==> src/verilog/axil_pkg.sv <==
// Shared bus sizes, response codes and channel structs; imported by every memory-path module
package axil_pkg;

  // ----------------------------------------
  // Sizes
  // ----------------------------------------
  localparam int ADDR_W    = 32;          // Byte address
  localparam int DATA_W    = 64;
  localparam int STRB_W    = DATA_W / 8;  // One strobe per byte lane
  localparam int MEM_DEPTH = 256;         // Words in the SRAM

  // Word index sits above the byte offset
  localparam int WORD_LSB  = 3;
  localparam int IDX_W     = $clog2(MEM_DEPTH);

  // ----------------------------------------
  // AXI-lite constants
  // ----------------------------------------
  localparam logic [1:0] RESP_OKAY   = 2'b00;
  localparam logic [1:0] RESP_SLVERR = 2'b10;

  // Unprivileged, secure, data access
  localparam logic [2:0] AXI_PROT_DATA = 3'b000;

  // ----------------------------------------
  // Requester side
  // ----------------------------------------
  typedef struct packed {
    logic              ren;
    logic              wen;
    logic [ADDR_W-1:0] addr;
    logic [DATA_W-1:0] wdata;
    logic [STRB_W-1:0] wstrb;
  } mem_req_t;

  // ----------------------------------------
  // AXI-lite channel payloads
  // ----------------------------------------
  typedef struct packed {
    logic [ADDR_W-1:0] addr;
    logic [2:0]        prot;
  } axil_aw_t;

  typedef struct packed {
    logic [ADDR_W-1:0] addr;
    logic [2:0]        prot;
  } axil_ar_t;

  typedef struct packed {
    logic [DATA_W-1:0] data;
    logic [STRB_W-1:0] strb;
  } axil_w_t;

  typedef struct packed {
    logic [1:0] resp;
  } axil_b_t;

  typedef struct packed {
    logic [DATA_W-1:0] data;
    logic [1:0]        resp;
  } axil_r_t;

endpackage

==> src/verilog/mem_req_arbiter.sv <==
// Request arbiter between fetch and data ports; grant held until the bridge reports done
`timescale 1ns/1ps

module mem_req_arbiter (
  input  logic                         i_aclk,
  input  logic                         i_arst_n,
  // Fetch port
  input  logic                         i_if_valid,
  input  logic [axil_pkg::ADDR_W-1:0]  i_if_addr,
  output logic                         o_if_ready,
  output logic [axil_pkg::DATA_W-1:0]  o_if_rdata,
  output logic                         o_if_err,
  // Data port
  input  logic                         i_mem_valid,
  input  axil_pkg::mem_req_t           i_mem_req,
  output logic                         o_mem_ready,
  output logic [axil_pkg::DATA_W-1:0]  o_mem_rdata,
  output logic                         o_mem_err,
  // Toward the bridge
  output logic                         o_req_valid,
  output axil_pkg::mem_req_t           o_req,
  input  logic                         i_req_done,
  input  logic [axil_pkg::DATA_W-1:0]  i_req_rdata,
  input  logic                         i_req_err
);

  import axil_pkg::*;

  logic     busy_q;      // Grant locked
  logic     own_mem_q;   // Data port owns the grant
  logic     pick_mem;
  logic     own_mem;
  mem_req_t if_req;

  // Fetch only ever reads a whole word
  assign if_req = '{ren: 1'b1, wen: 1'b0, addr: i_if_addr, wdata: '0, wstrb: '0};

  // ----------------------------------------
  // Grant selection
  // ----------------------------------------
  assign pick_mem = i_mem_valid;                       // Data port first
  assign own_mem  = busy_q ? own_mem_q : pick_mem;

  assign o_req = own_mem ? i_mem_req : if_req;

  // Drop valid during the done cycle so the bridge does not
  // start the same request a second time
  assign o_req_valid = busy_q ? ~i_req_done : (i_mem_valid | i_if_valid);

  always_ff @(posedge i_aclk or negedge i_arst_n) begin
    if (!i_arst_n) begin
      busy_q    <= 1'b0;
      own_mem_q <= 1'b0;
    end else if (!busy_q) begin
      if (i_mem_valid | i_if_valid) begin
        busy_q    <= 1'b1;
        own_mem_q <= pick_mem;
      end
    end else if (i_req_done) begin
      busy_q <= 1'b0;                                  // Release after completion
    end
  end

  // ----------------------------------------
  // Completion steering
  // ----------------------------------------
  assign o_mem_ready = i_req_done & own_mem_q;
  assign o_if_ready  = i_req_done & ~own_mem_q;

  // Shared return data, qualified by each port's ready
  assign o_if_rdata  = i_req_rdata;
  assign o_mem_rdata = i_req_rdata;
  assign o_if_err    = i_req_err;
  assign o_mem_err   = i_req_err;

endmodule

==> config.mk <==
export PLATFORM = sky130hd
export DESIGN_NAME = mem_req_arbiter
export DESIGN_NICKNAME = d
export VERILOG_FILES = /design/src/verilog/axil_pkg.sv /design/src/verilog/mem_req_arbiter.sv
export SDC_FILE = /design/constraint.sdc
export NUM_CORES = 1
export LEC_CHECK = 0
export BUFFER_PORTS_ARGS = -buffer_cell sky130_fd_sc_hd__buf_2
export CORE_AREA = 4 4 173 175
export CTS_CLUSTER_SIZE = 28
export DETAILED_ROUTE_END_ITERATION = 10
export DIE_AREA = 0 0 177 179
export PLACE_DENSITY_LB_ADDON = 0.2
export SLEW_MARGIN = 15
export SYNTH_ARGS = -nofsm -noshare
export SYNTH_HDL_FRONTEND = slang
export SYNTH_SLANG_ARGS = --single-unit
export TNS_END_PERCENT = 50
==> constraint.sdc <==
create_clock -name i_aclk -period 2.8 [get_ports i_aclk]
set_input_delay 0.84 -clock i_aclk [delete_from_list [all_inputs] [get_ports i_aclk]]
set_output_delay 0.84 -clock i_aclk [all_outputs]
set_load 0.005 [all_outputs]
==> results.md <==
* Max_cap viols at 0
* Slew @ Worst Pin at 0.221 ns
* Req. time, crit path at 1.96 ns
* Syn avg cell area at 7.75 sq um
* R2R Setup Slk at 1.91 ns
* Fin crit share at 98.5%
* Post-layout worst setup margin at 0.0417 ns
* Die area at 0.0317 sq mm
* Clock skew at 0.00228 ns
* Layout area overhead at 45.4%
* Slowest stage cell on the critical path: mux2_2
* Reg-to-reg endpoint: own_mem_q
* Met3 Resource Use GR at 2.99%
* Ys flop type: dfrtp_1
* Largest net degree at the start of global routing at 38
* RR Startpoint: busy_q
* Pre-antenna DRT Iters at 3
* Setup Viol. Count Final at 0
* Reg clk slew, reported paths at 0.03 ns
* Met2 GRT Util at 10.4%
* Finished layout cell area at 0.00290 sq mm
* # nets final at 589
* Share of cells above drive strength 1 at 78.1%
* Gpl congestion at 0.811
* Ys async rst share at 100%
* Fin cells at 763
* Commonest non-fill, non-tap cell in the layout: buf_2
* Post-route total power at 1.01 mW
* Core Util, Final at 10.2%
* DR vias/cell at 2.64
* Total number of vias at 2013
* Hold Slack at 0.402 ns
* Buffers added on ports at 251
* Post-synthesis register bit count at 2
* Leakage at 1.50 nW
* Max incr delay on CP at 0.35 ns
* Power Dens Cells at 350 mW/mm^2
* Internal power at 0.636 mW
* Vias in the first global route at 2200
* Final worst path period need at 2.76 ns
* Crit-path cells: buf_2 -> mux2i_4 -> buf_6 -> buf_12 -> mux2_2 -> buf_2
* DRC marker count from the first detailed-route iteration at 22
* Sw Share at 37.2%
* Row count at 62
* Status: finished clean
* Critical Path AT at 1.92 ns
* CORE AREA at 0.0285 sq mm
* NetSw at 0.377 mW
* Die Width at 177 um
* Dpl cell area at 0.00273 sq mm
* HP Class: input pin to async pin
* Most frequent CP cell: buf_2
* CTS Buf Count at 3
* Clk root buf: clkbuf_16
* Post-route ant nets at 0
* Seq/Total Area, Yosys at 2.51%
* CP endpoint kind: primary output
* Fmax at 363 MHz
* RSZ-0062 raised after global routing: yes
* Most frequent cells in the layout: buf_2 (251), nor2b_1 (74), mux2_2 (30)
* Fin Setup TNS at 0 ns
* Antenna cells at 0
* Comb pwr share at 75.1%
* DRC Markers at 0
* Initial antenna violation count at 2
* Die Span Y at 179 um
* CP Launch Type: input pin
* Unique masters post-synth at 15
* TritonCTS clock tree: done
* Later-pin clock latency in the skew report at 0.22 ns
* Clock buffer depth at 2
* Clock network power share at 20.8%
* CP max FO at 19
* Yosys warnings at 0
* Reg2reg path depth at 2
* Final wirelength at 9870 um
* IR drop worst, VDD at 666 uV
* Part of the power in registers at 4.1%
* GRT busiest layer: met2
* Mapped Nets at 465
* Fin. max-slew vios at 0
* Dpl ws at -0.00400 ns
* Hold Fails Final Rpt at 0
* # clock sinks at 2
* Gr ovfl total at 0
* All-layer global routing usage at 5.35%
* Mapped Area at 0.00199 sq mm
* Slew headroom at 85.3%
* GR Util met1 at 4.75%
* WS Path Type: input pin to primary output
* Placed Instances at 755
* Post-Syn Instances at 257
* First-pass GRT wire length at 12500 um
* Initial cell density of the core at 7.00%
* H-tree depth at 1
* Post-synth EDFFs at 0
* Drt wl/cell at 12.9 um
* I/O pins at 447
* Dpl hpwl at 8640 um
cell usage after synthesis, types with 2 or more instances:
| library cell | instances | area [sq um] |
|---|---|---|
| buf_4 | 131 | 983 |
| buf_6 | 4 | 45.0 |
| nor2b_1 | 74 | 463 |
| buf_2 | 3 | 15.0 |
| clkbuf_1 | 3 | 11.3 |
| dfrtp_1 | 2 | 50.1 |
| mux2_2 | 32 | 360 |
worst max path at each step:
stage | from | end | slack (ns) | cells past startpoint
after floorplan | i_mem_valid | o_req[100] | 0.34 | 3
after global placement | i_mem_valid | o_req[82] | -0.02 | 5
after detailed placement | i_mem_valid | o_req[82] | -0.004 | 5
after CTS | i_mem_valid | o_req[105] | -0.004 | 6
after global routing | i_mem_valid | o_req[98] | -0.02 | 6
final | i_mem_valid | o_req[97] | 0.04 | 6
routing by layer:
layer / vias up / wire length (um) / part of all wire, %
li1: 913 / - / -
met1: 832 / 3230 / 33
met2: 254 / 4970 / 50
met3: 14 / 1510 / 15
met4: 0 / 155 / 1.6
met5: - / 0 / 0
cells by family after synthesis:
kind of cell | share of synthesized area (%)
and+or+nand+nor | 24.4
DFF | 2.51
muxes | 19.2
buffers and inverters | 53.1
AOI/OAI and AO/OA | 0.691
power by group through the flow:
stage               registers, mW  clock network (mW)  logic (mW)
floorplan                  0.0403                   0       0.487
global placement           0.0428                   0       0.724
detailed placement         0.0422                   0       0.706
CTS                        0.0419               0.213       0.711
global route               0.0429               0.218       0.842
finish                     0.0417               0.211       0.761
sequential cells by signal (all words and copies together) (netlist names):
signal / count
own_mem_q: 1
busy_q: 1
timing repair:
item | in CTS | in global routing
setup endpoints to repair | 3 | 47
setup buffers | 0 | 3
resized for setup | 1 | 4
gates cloned | 0 | 2
hold buffers | 0 | 0
pin swaps | 0 | 0
worst max-delay path, delay by kind of cell:
kind	cells	cell delay (ns)
buf+inv	4	0.56
mux	2	0.51
area by class of cell:
type / instances / area, sq um
timing repair buffer: 260 / 1400
tap: 384 / 480
sequential: 2 / 50.0
inverter: 1 / 3.75
clock buffer: 3 / 75.1
fill: 3354 / 25600
multi-input combinational: 113 / 891
No activity file was read; power rests on OpenSTA's default activity.
