==> config.mk <==
export PLATFORM = sky130hd
export DESIGN_NAME = axil_master_bridge
export DESIGN_NICKNAME = d
export VERILOG_FILES = /design/src/verilog/axil_pkg.sv /design/src/verilog/axil_master_bridge.sv
export SDC_FILE = /design/constraint.sdc
export NUM_CORES = 1
export LEC_CHECK = 0
export BUFFER_PORTS_ARGS = -buffer_cell sky130_fd_sc_hd__buf_2
export CAP_MARGIN = 20
export CORE_AREA = 2 2 154 156
export DETAILED_ROUTE_END_ITERATION = 6
export DIE_AREA = 0 0 156 158
export PLACE_DENSITY = 0.47
export SETUP_SLACK_MARGIN = 0.2
export SLEW_MARGIN = 20
export SYNTH_ARGS = -nofsm -noshare
export SYNTH_HDL_FRONTEND = slang
export SYNTH_SLANG_ARGS = --single-unit
==> constraint.sdc <==
create_clock -name i_aclk -period 2.9 [get_ports i_aclk]
set_input_delay 0.145 -clock i_aclk [delete_from_list [all_inputs] [get_ports i_aclk]]
set_output_delay 0.145 -clock i_aclk [all_outputs]
set_load 0.01 [all_outputs]
==> src/verilog/axil_pkg.sv <==
// Shared bus sizes, response codes and channel structs; imported by every memory-path module
package axil_pkg;

  // ----------------------------------------
  // Sizes
  // ----------------------------------------
  localparam int ADDR_W    = 32;          // Byte address
  localparam int DATA_W    = 64;
  localparam int STRB_W    = DATA_W / 8;  // One strobe per byte lane
  localparam int MEM_DEPTH = 256;         // Words in the SRAM

  // Word index sits above the byte offset
  localparam int WORD_LSB  = 3;
  localparam int IDX_W     = $clog2(MEM_DEPTH);

  // ----------------------------------------
  // AXI-lite constants
  // ----------------------------------------
  localparam logic [1:0] RESP_OKAY   = 2'b00;
  localparam logic [1:0] RESP_SLVERR = 2'b10;

  // Unprivileged, secure, data access
  localparam logic [2:0] AXI_PROT_DATA = 3'b000;

  // ----------------------------------------
  // Requester side
  // ----------------------------------------
  typedef struct packed {
    logic              ren;
    logic              wen;
    logic [ADDR_W-1:0] addr;
    logic [DATA_W-1:0] wdata;
    logic [STRB_W-1:0] wstrb;
  } mem_req_t;

  // ----------------------------------------
  // AXI-lite channel payloads
  // ----------------------------------------
  typedef struct packed {
    logic [ADDR_W-1:0] addr;
    logic [2:0]        prot;
  } axil_aw_t;

  typedef struct packed {
    logic [ADDR_W-1:0] addr;
    logic [2:0]        prot;
  } axil_ar_t;

  typedef struct packed {
    logic [DATA_W-1:0] data;
    logic [STRB_W-1:0] strb;
  } axil_w_t;

  typedef struct packed {
    logic [1:0] resp;
  } axil_b_t;

  typedef struct packed {
    logic [DATA_W-1:0] data;
    logic [1:0]        resp;
  } axil_r_t;

endpackage

==> src/verilog/axil_master_bridge.sv <==
// AXI-lite master bridge; runs one granted request as a read or write channel sequence
`timescale 1ns/1ps

module axil_master_bridge (
  input  logic                         i_aclk,
  input  logic                         i_arst_n,
  // Granted request
  input  logic                         i_req_valid,
  input  axil_pkg::mem_req_t           i_req,
  output logic                         o_req_done,
  output logic [axil_pkg::DATA_W-1:0]  o_req_rdata,
  output logic                         o_req_err,
  // Write address
  output logic                         o_aw_valid,
  output axil_pkg::axil_aw_t           o_aw,
  input  logic                         i_aw_ready,
  // Write data
  output logic                         o_w_valid,
  output axil_pkg::axil_w_t            o_w,
  input  logic                         i_w_ready,
  // Write response
  input  logic                         i_b_valid,
  input  axil_pkg::axil_b_t            i_b,
  output logic                         o_b_ready,
  // Read address
  output logic                         o_ar_valid,
  output axil_pkg::axil_ar_t           o_ar,
  input  logic                         i_ar_ready,
  // Read data
  input  logic                         i_r_valid,
  input  axil_pkg::axil_r_t            i_r,
  output logic                         o_r_ready
);

  import axil_pkg::*;

  typedef enum logic [1:0] {
    RD_IDLE = 2'd0,
    RD_ADDR = 2'd1,
    RD_READ = 2'd2
  } rd_state_e;

  typedef enum logic [1:0] {
    WR_IDLE  = 2'd0,
    WR_ADDR  = 2'd1,
    WR_WRITE = 2'd2,
    WR_RESP  = 2'd3
  } wr_state_e;

  rd_state_e         rd_state_q;
  rd_state_e         rd_state_d;
  wr_state_e         wr_state_q;
  wr_state_e         wr_state_d;
  logic              start;
  logic              aw_fire;
  logic              w_fire;
  logic              b_fire;
  logic              ar_fire;
  logic              r_fire;
  logic              done_q;
  logic [DATA_W-1:0] rdata_q;
  logic              err_q;

  assign aw_fire = o_aw_valid & i_aw_ready;
  assign w_fire  = o_w_valid  & i_w_ready;
  assign b_fire  = i_b_valid  & o_b_ready;
  assign ar_fire = o_ar_valid & i_ar_ready;
  assign r_fire  = i_r_valid  & o_r_ready;

  // Only one transaction in flight at a time
  assign start = i_req_valid & (rd_state_q == RD_IDLE) & (wr_state_q == WR_IDLE);

  // ----------------------------------------
  // Read FSM
  // ----------------------------------------
  always_comb begin
    rd_state_d = rd_state_q;
    case (rd_state_q)
      RD_IDLE: if (start && i_req.ren && !i_req.wen) rd_state_d = RD_ADDR;
      RD_ADDR: if (ar_fire) rd_state_d = RD_READ;
      RD_READ: if (r_fire)  rd_state_d = RD_IDLE;
      default: rd_state_d = RD_IDLE;
    endcase
  end

  // ----------------------------------------
  // Write FSM
  // ----------------------------------------
  always_comb begin
    wr_state_d = wr_state_q;
    case (wr_state_q)
      WR_IDLE:  if (start && i_req.wen) wr_state_d = WR_ADDR;   // Write wins
      WR_ADDR:  if (aw_fire) wr_state_d = WR_WRITE;
      WR_WRITE: if (w_fire)  wr_state_d = WR_RESP;
      WR_RESP:  if (b_fire)  wr_state_d = WR_IDLE;
      default:  wr_state_d = WR_IDLE;
    endcase
  end

  always_ff @(posedge i_aclk or negedge i_arst_n) begin
    if (!i_arst_n) begin
      rd_state_q <= RD_IDLE;
      wr_state_q <= WR_IDLE;
    end else begin
      rd_state_q <= rd_state_d;
      wr_state_q <= wr_state_d;
    end
  end

  // ----------------------------------------
  // Channel drive
  // ----------------------------------------
  // Payloads follow the request, which the requester holds stable
  assign o_aw_valid = (wr_state_q == WR_ADDR);
  assign o_aw       = '{addr: i_req.addr, prot: AXI_PROT_DATA};

  assign o_w_valid  = (wr_state_q == WR_WRITE);
  assign o_w        = '{data: i_req.wdata, strb: i_req.wstrb};

  assign o_b_ready  = (wr_state_q == WR_RESP);

  assign o_ar_valid = (rd_state_q == RD_ADDR);
  assign o_ar       = '{addr: i_req.addr, prot: AXI_PROT_DATA};

  assign o_r_ready  = (rd_state_q == RD_READ);

  // ----------------------------------------
  // Completion
  // ----------------------------------------
  always_ff @(posedge i_aclk or negedge i_arst_n) begin
    if (!i_arst_n) begin
      done_q  <= 1'b0;
      rdata_q <= '0;
      err_q   <= 1'b0;
    end else begin
      done_q <= r_fire | b_fire;                       // One-cycle pulse
      if (r_fire) begin
        rdata_q <= i_r.data;
        err_q   <= (i_r.resp != RESP_OKAY);
      end else if (b_fire) begin
        rdata_q <= '0;                                 // Writes return no data
        err_q   <= (i_b.resp != RESP_OKAY);
      end
    end
  end

  assign o_req_done  = done_q;
  assign o_req_rdata = rdata_q;
  assign o_req_err   = err_q;

endmodule

==> reports/results.tsv <==
stage	metric	value	unit
synth	Yosys reg bits	70	
sta	Worst Tran Pin Value	0.9134	ns
synth	Synth Area in Compound Gates	16.83	%
critical_path	crit path capture type	flip-flop	
synth	post-synth cell types	27	
detailed_routing	Post-Route WL	9.238	mm
synth	XOR/XNOR Fraction of Synth Area	0	%
detailed_routing	Pre-Repair DR Iteration Count	4	
power	Peak supply drop	0.3503	mV
placed_design	gpl congestion	0.7283	
detailed_routing	Antenna Nets Post-Route	0	
cts	clock slew seen by the registers of the worst setup and hold paths	0.06	ns
sta	clock skew	0.01166	ns
synth	Avg Inst Size Synth	11.74	sq um
critical_path	WS Path Type	reg -> reg	
synth	largest cells by area after synthesis	dfrtp_1 (46%), buf_4 (28%), a22o_1 (15%), buf_8 (2.0%), ha_1 (1.3%)	
sta	Setup Viol. Count Final	0	
synth	Synth Area in Simple Gates	2.125	%
cts	root buffer cell	clkbuf_16	
sta	Final Slew Violations	0	
critical_path	WP data required	3.12	ns
synth	Syn Inst Count	321	
sta	TNS Setup	0	ns
synth	synthesized area	3769	sq um
synth	area leader, netlist	dfrtp_1	
finish	Layout Area Growth over Synthesis	9.031	%
placed_design	PortBufs	148	
cts	clock buffer depth	2	
global_routing	vias in the first global route	2419	
cts	CTS tree	built	
synth	Seq/Total Area, Yosys	46.48	%
sta	Hold Fails Final Rpt	0	
detailed_routing	drt wl/cell	14.66	um
min_path	Hold Crit Class	in -> reg	
sta	maximum clock frequency	578.3	MHz
power	leakage power	2.198	nW
critical_path	Worst EP arrival	1.95	ns
global_routing	initial antenna violation count	0	
synth	Synth Warn #	0	
sta	crit path time final	1.729	ns
floorplan	Die W	156	um
detailed_routing	total DRC errors in the routed layout	0	
synth	top-area cell type share of the netlist area	46.48	%
power	Power, Total	4.412	mW
power	pwr/cell area	1074	nW/um^2
finish	filler instances	2531	
floorplan	row count	56	
finish	fin nets	521	
floorplan	die footprint	24650	sq um
placed_design	dpl hpwl	6.694	mm
global_routing	GRT Overall Usage	7.403	%
cts	latest clock arrival within the worst-skew pair	0.34	ns
detailed_routing	DR vias	2261	
global_routing	total congestion overflow	0	
sta	RSZ-0062 raised after global routing	false	
finish	commonest non-fill, non-tap cells in the layout	buf_2 (147), dfrtp_1 (70), a22o_1 (65)	
floorplan	initial core utilization	16.35	%
global_routing	largest net degree at the start of global routing	71	
cts	CTS Sinks	70	
synth	post-synthesis mux area share	0.6972	%
status	status	finished, final reports clean	
floorplan	core area	23050	sq um
finish	layout cell share with drive strength beyond 1	51.47	%
floorplan	Ports	395	
critical_path	Worst setup SP type	flip-flop	
sta	Final period util	59.63	%
critical_path	critical path peak fanout	5	
detailed_routing	initial drt markers	99	
sta	worst relative slew slack	39.11	%
cts	CTS Buf Count	9	
cts	H-tree depth	3	
global_routing	first-pass GRT wire length	13.46	mm
synth	largest family of logic cells by synthesized area	buffers and inverters	
detailed_routing	vias per cell	3.589	
finish	total inserted antenna cells	0	
flow_run	Max-Cap Viols	0	
floorplan	Die Y-Extent	158	um
synth	adder-cell share of the synthesized area	1.328	%
finish	most common cell after layout, fill and taps aside	buf_2	
area by class of cell:
cell class | instances | area [sq um] | area share, %
clock buffer | 10 | 239.0 | 5.816
sequential | 70 | 1752 | 42.63
timing repair buffer | 155 | 803.3 | 19.55
tap | 290 | 362.8 | 8.831
inverter | 4 | 15.01 | 0.3654
multi-input combinational | 95 | 822.0 | 20.01
clock inverter | 6 | 115.1 | 2.801
per-layer routing:
metal,vias up,wire (um),GRT usage (%)
met4,0,799,7.995
met5,-,0,0
met1,1056,3289,7.368
li1,982,-,-
met2,146,3988,10.51
met3,77,1160,4.024
synth_stat cells:
library cell / instances
clkbuf_1: 2
a2111oi_4: 1
or2_2: 1
and2b_1: 1
nor3_1: 1
nand4b_1: 1
a21oi_1: 1
buf_2: 5
a21oi_2: 1
and3b_1: 1
mux2_4: 1
mux2_2: 1
inv_1: 4
conb_1: 1
ha_1: 4
a22o_1: 65
buf_8: 5
nand2_1: 1
buf_6: 3
o31ai_1: 1
dfrtp_1: 70
buf_4: 142
nand4bb_1: 1
o21ai_0: 1
nor2b_1: 4
nor2_1: 1
o32a_2: 1
final timing paths:
kind	startpoint	to	slack, ns	cells past startpoint
max	wr_state_q[0]	wr_state_q[1]	1.17	4
min	i_r[63]	o_req_rdata[61]	0.03	2
max reg2reg	wr_state_q[0]	wr_state_q[1]	1.17	4
min reg2reg	rd_state_q[1]	rd_state_q[0]	0.49	1
max in group asynchronous	i_arst_n	o_req_rdata[17]	1.82	2
min in group asynchronous	i_arst_n	o_req_err	0.49	2
timing repair:
action | 4_1_cts | 5_1_grt
hold endpoints to repair | 72 | 0
gates resized for setup | 0 | 0
setup buffers | 0 | 0
hold buffers | 3 | 0
power breakdown:
part / total (mW) / internal [mW] / switching [mW]
clock: 1.32 / 0.870 / 0.449
combinational: 1.45 / 0.731 / 0.722
sequential: 1.64 / 1.40 / 0.240
per-stage QoR:
| step | std cells | setup slack, ns | hold slack (ns) | area [sq um] | util, % |
|---|---|---|---|---|---|
| finish | 630 | 1.171 | 0.03145 | 4109 | 17.82 |
| global route | 630 | 1.088 | 0.01401 | 4109 | 17.82 |
| global placement | 611 | 1.288 | 0.2901 | 3725 | 16.16 |
| detailed placement | 611 | 1.165 | 0.2901 | 3725 | 16.16 |
| floorplan | 326 | 1.299 | -0.1506 | 3787 | - |
| CTS | 630 | 1.153 | 0.002227 | 4109 | 17.82 |
cell families (layout without fill, tap and decap cells):
kind of cell,Yosys count,after routing
flip-flops,70,70
AO/OA/AOI/OAI,71,71
AND/OR/NAND/NOR,12,12
buffers and inverters,161,175
multiplexers,2,2
adder cells (fa/ha/maj),4,4
other,1,6
sequential cells by signal, summed over array words and instances (netlist names):
name and cells:
wr_state_q 2, o_req_done 1, o_req_rdata 64, rd_state_q 2, o_req_err 1
critical path, cell delays in order (launching register included):
cell	delay (ns)
dfrtp_1	0.42
ha_1	0.30
nor2b_1	0.21
a2111oi_4	0.35
mux2_4	0.34
No activity file was read; power rests on OpenSTA's default activity.
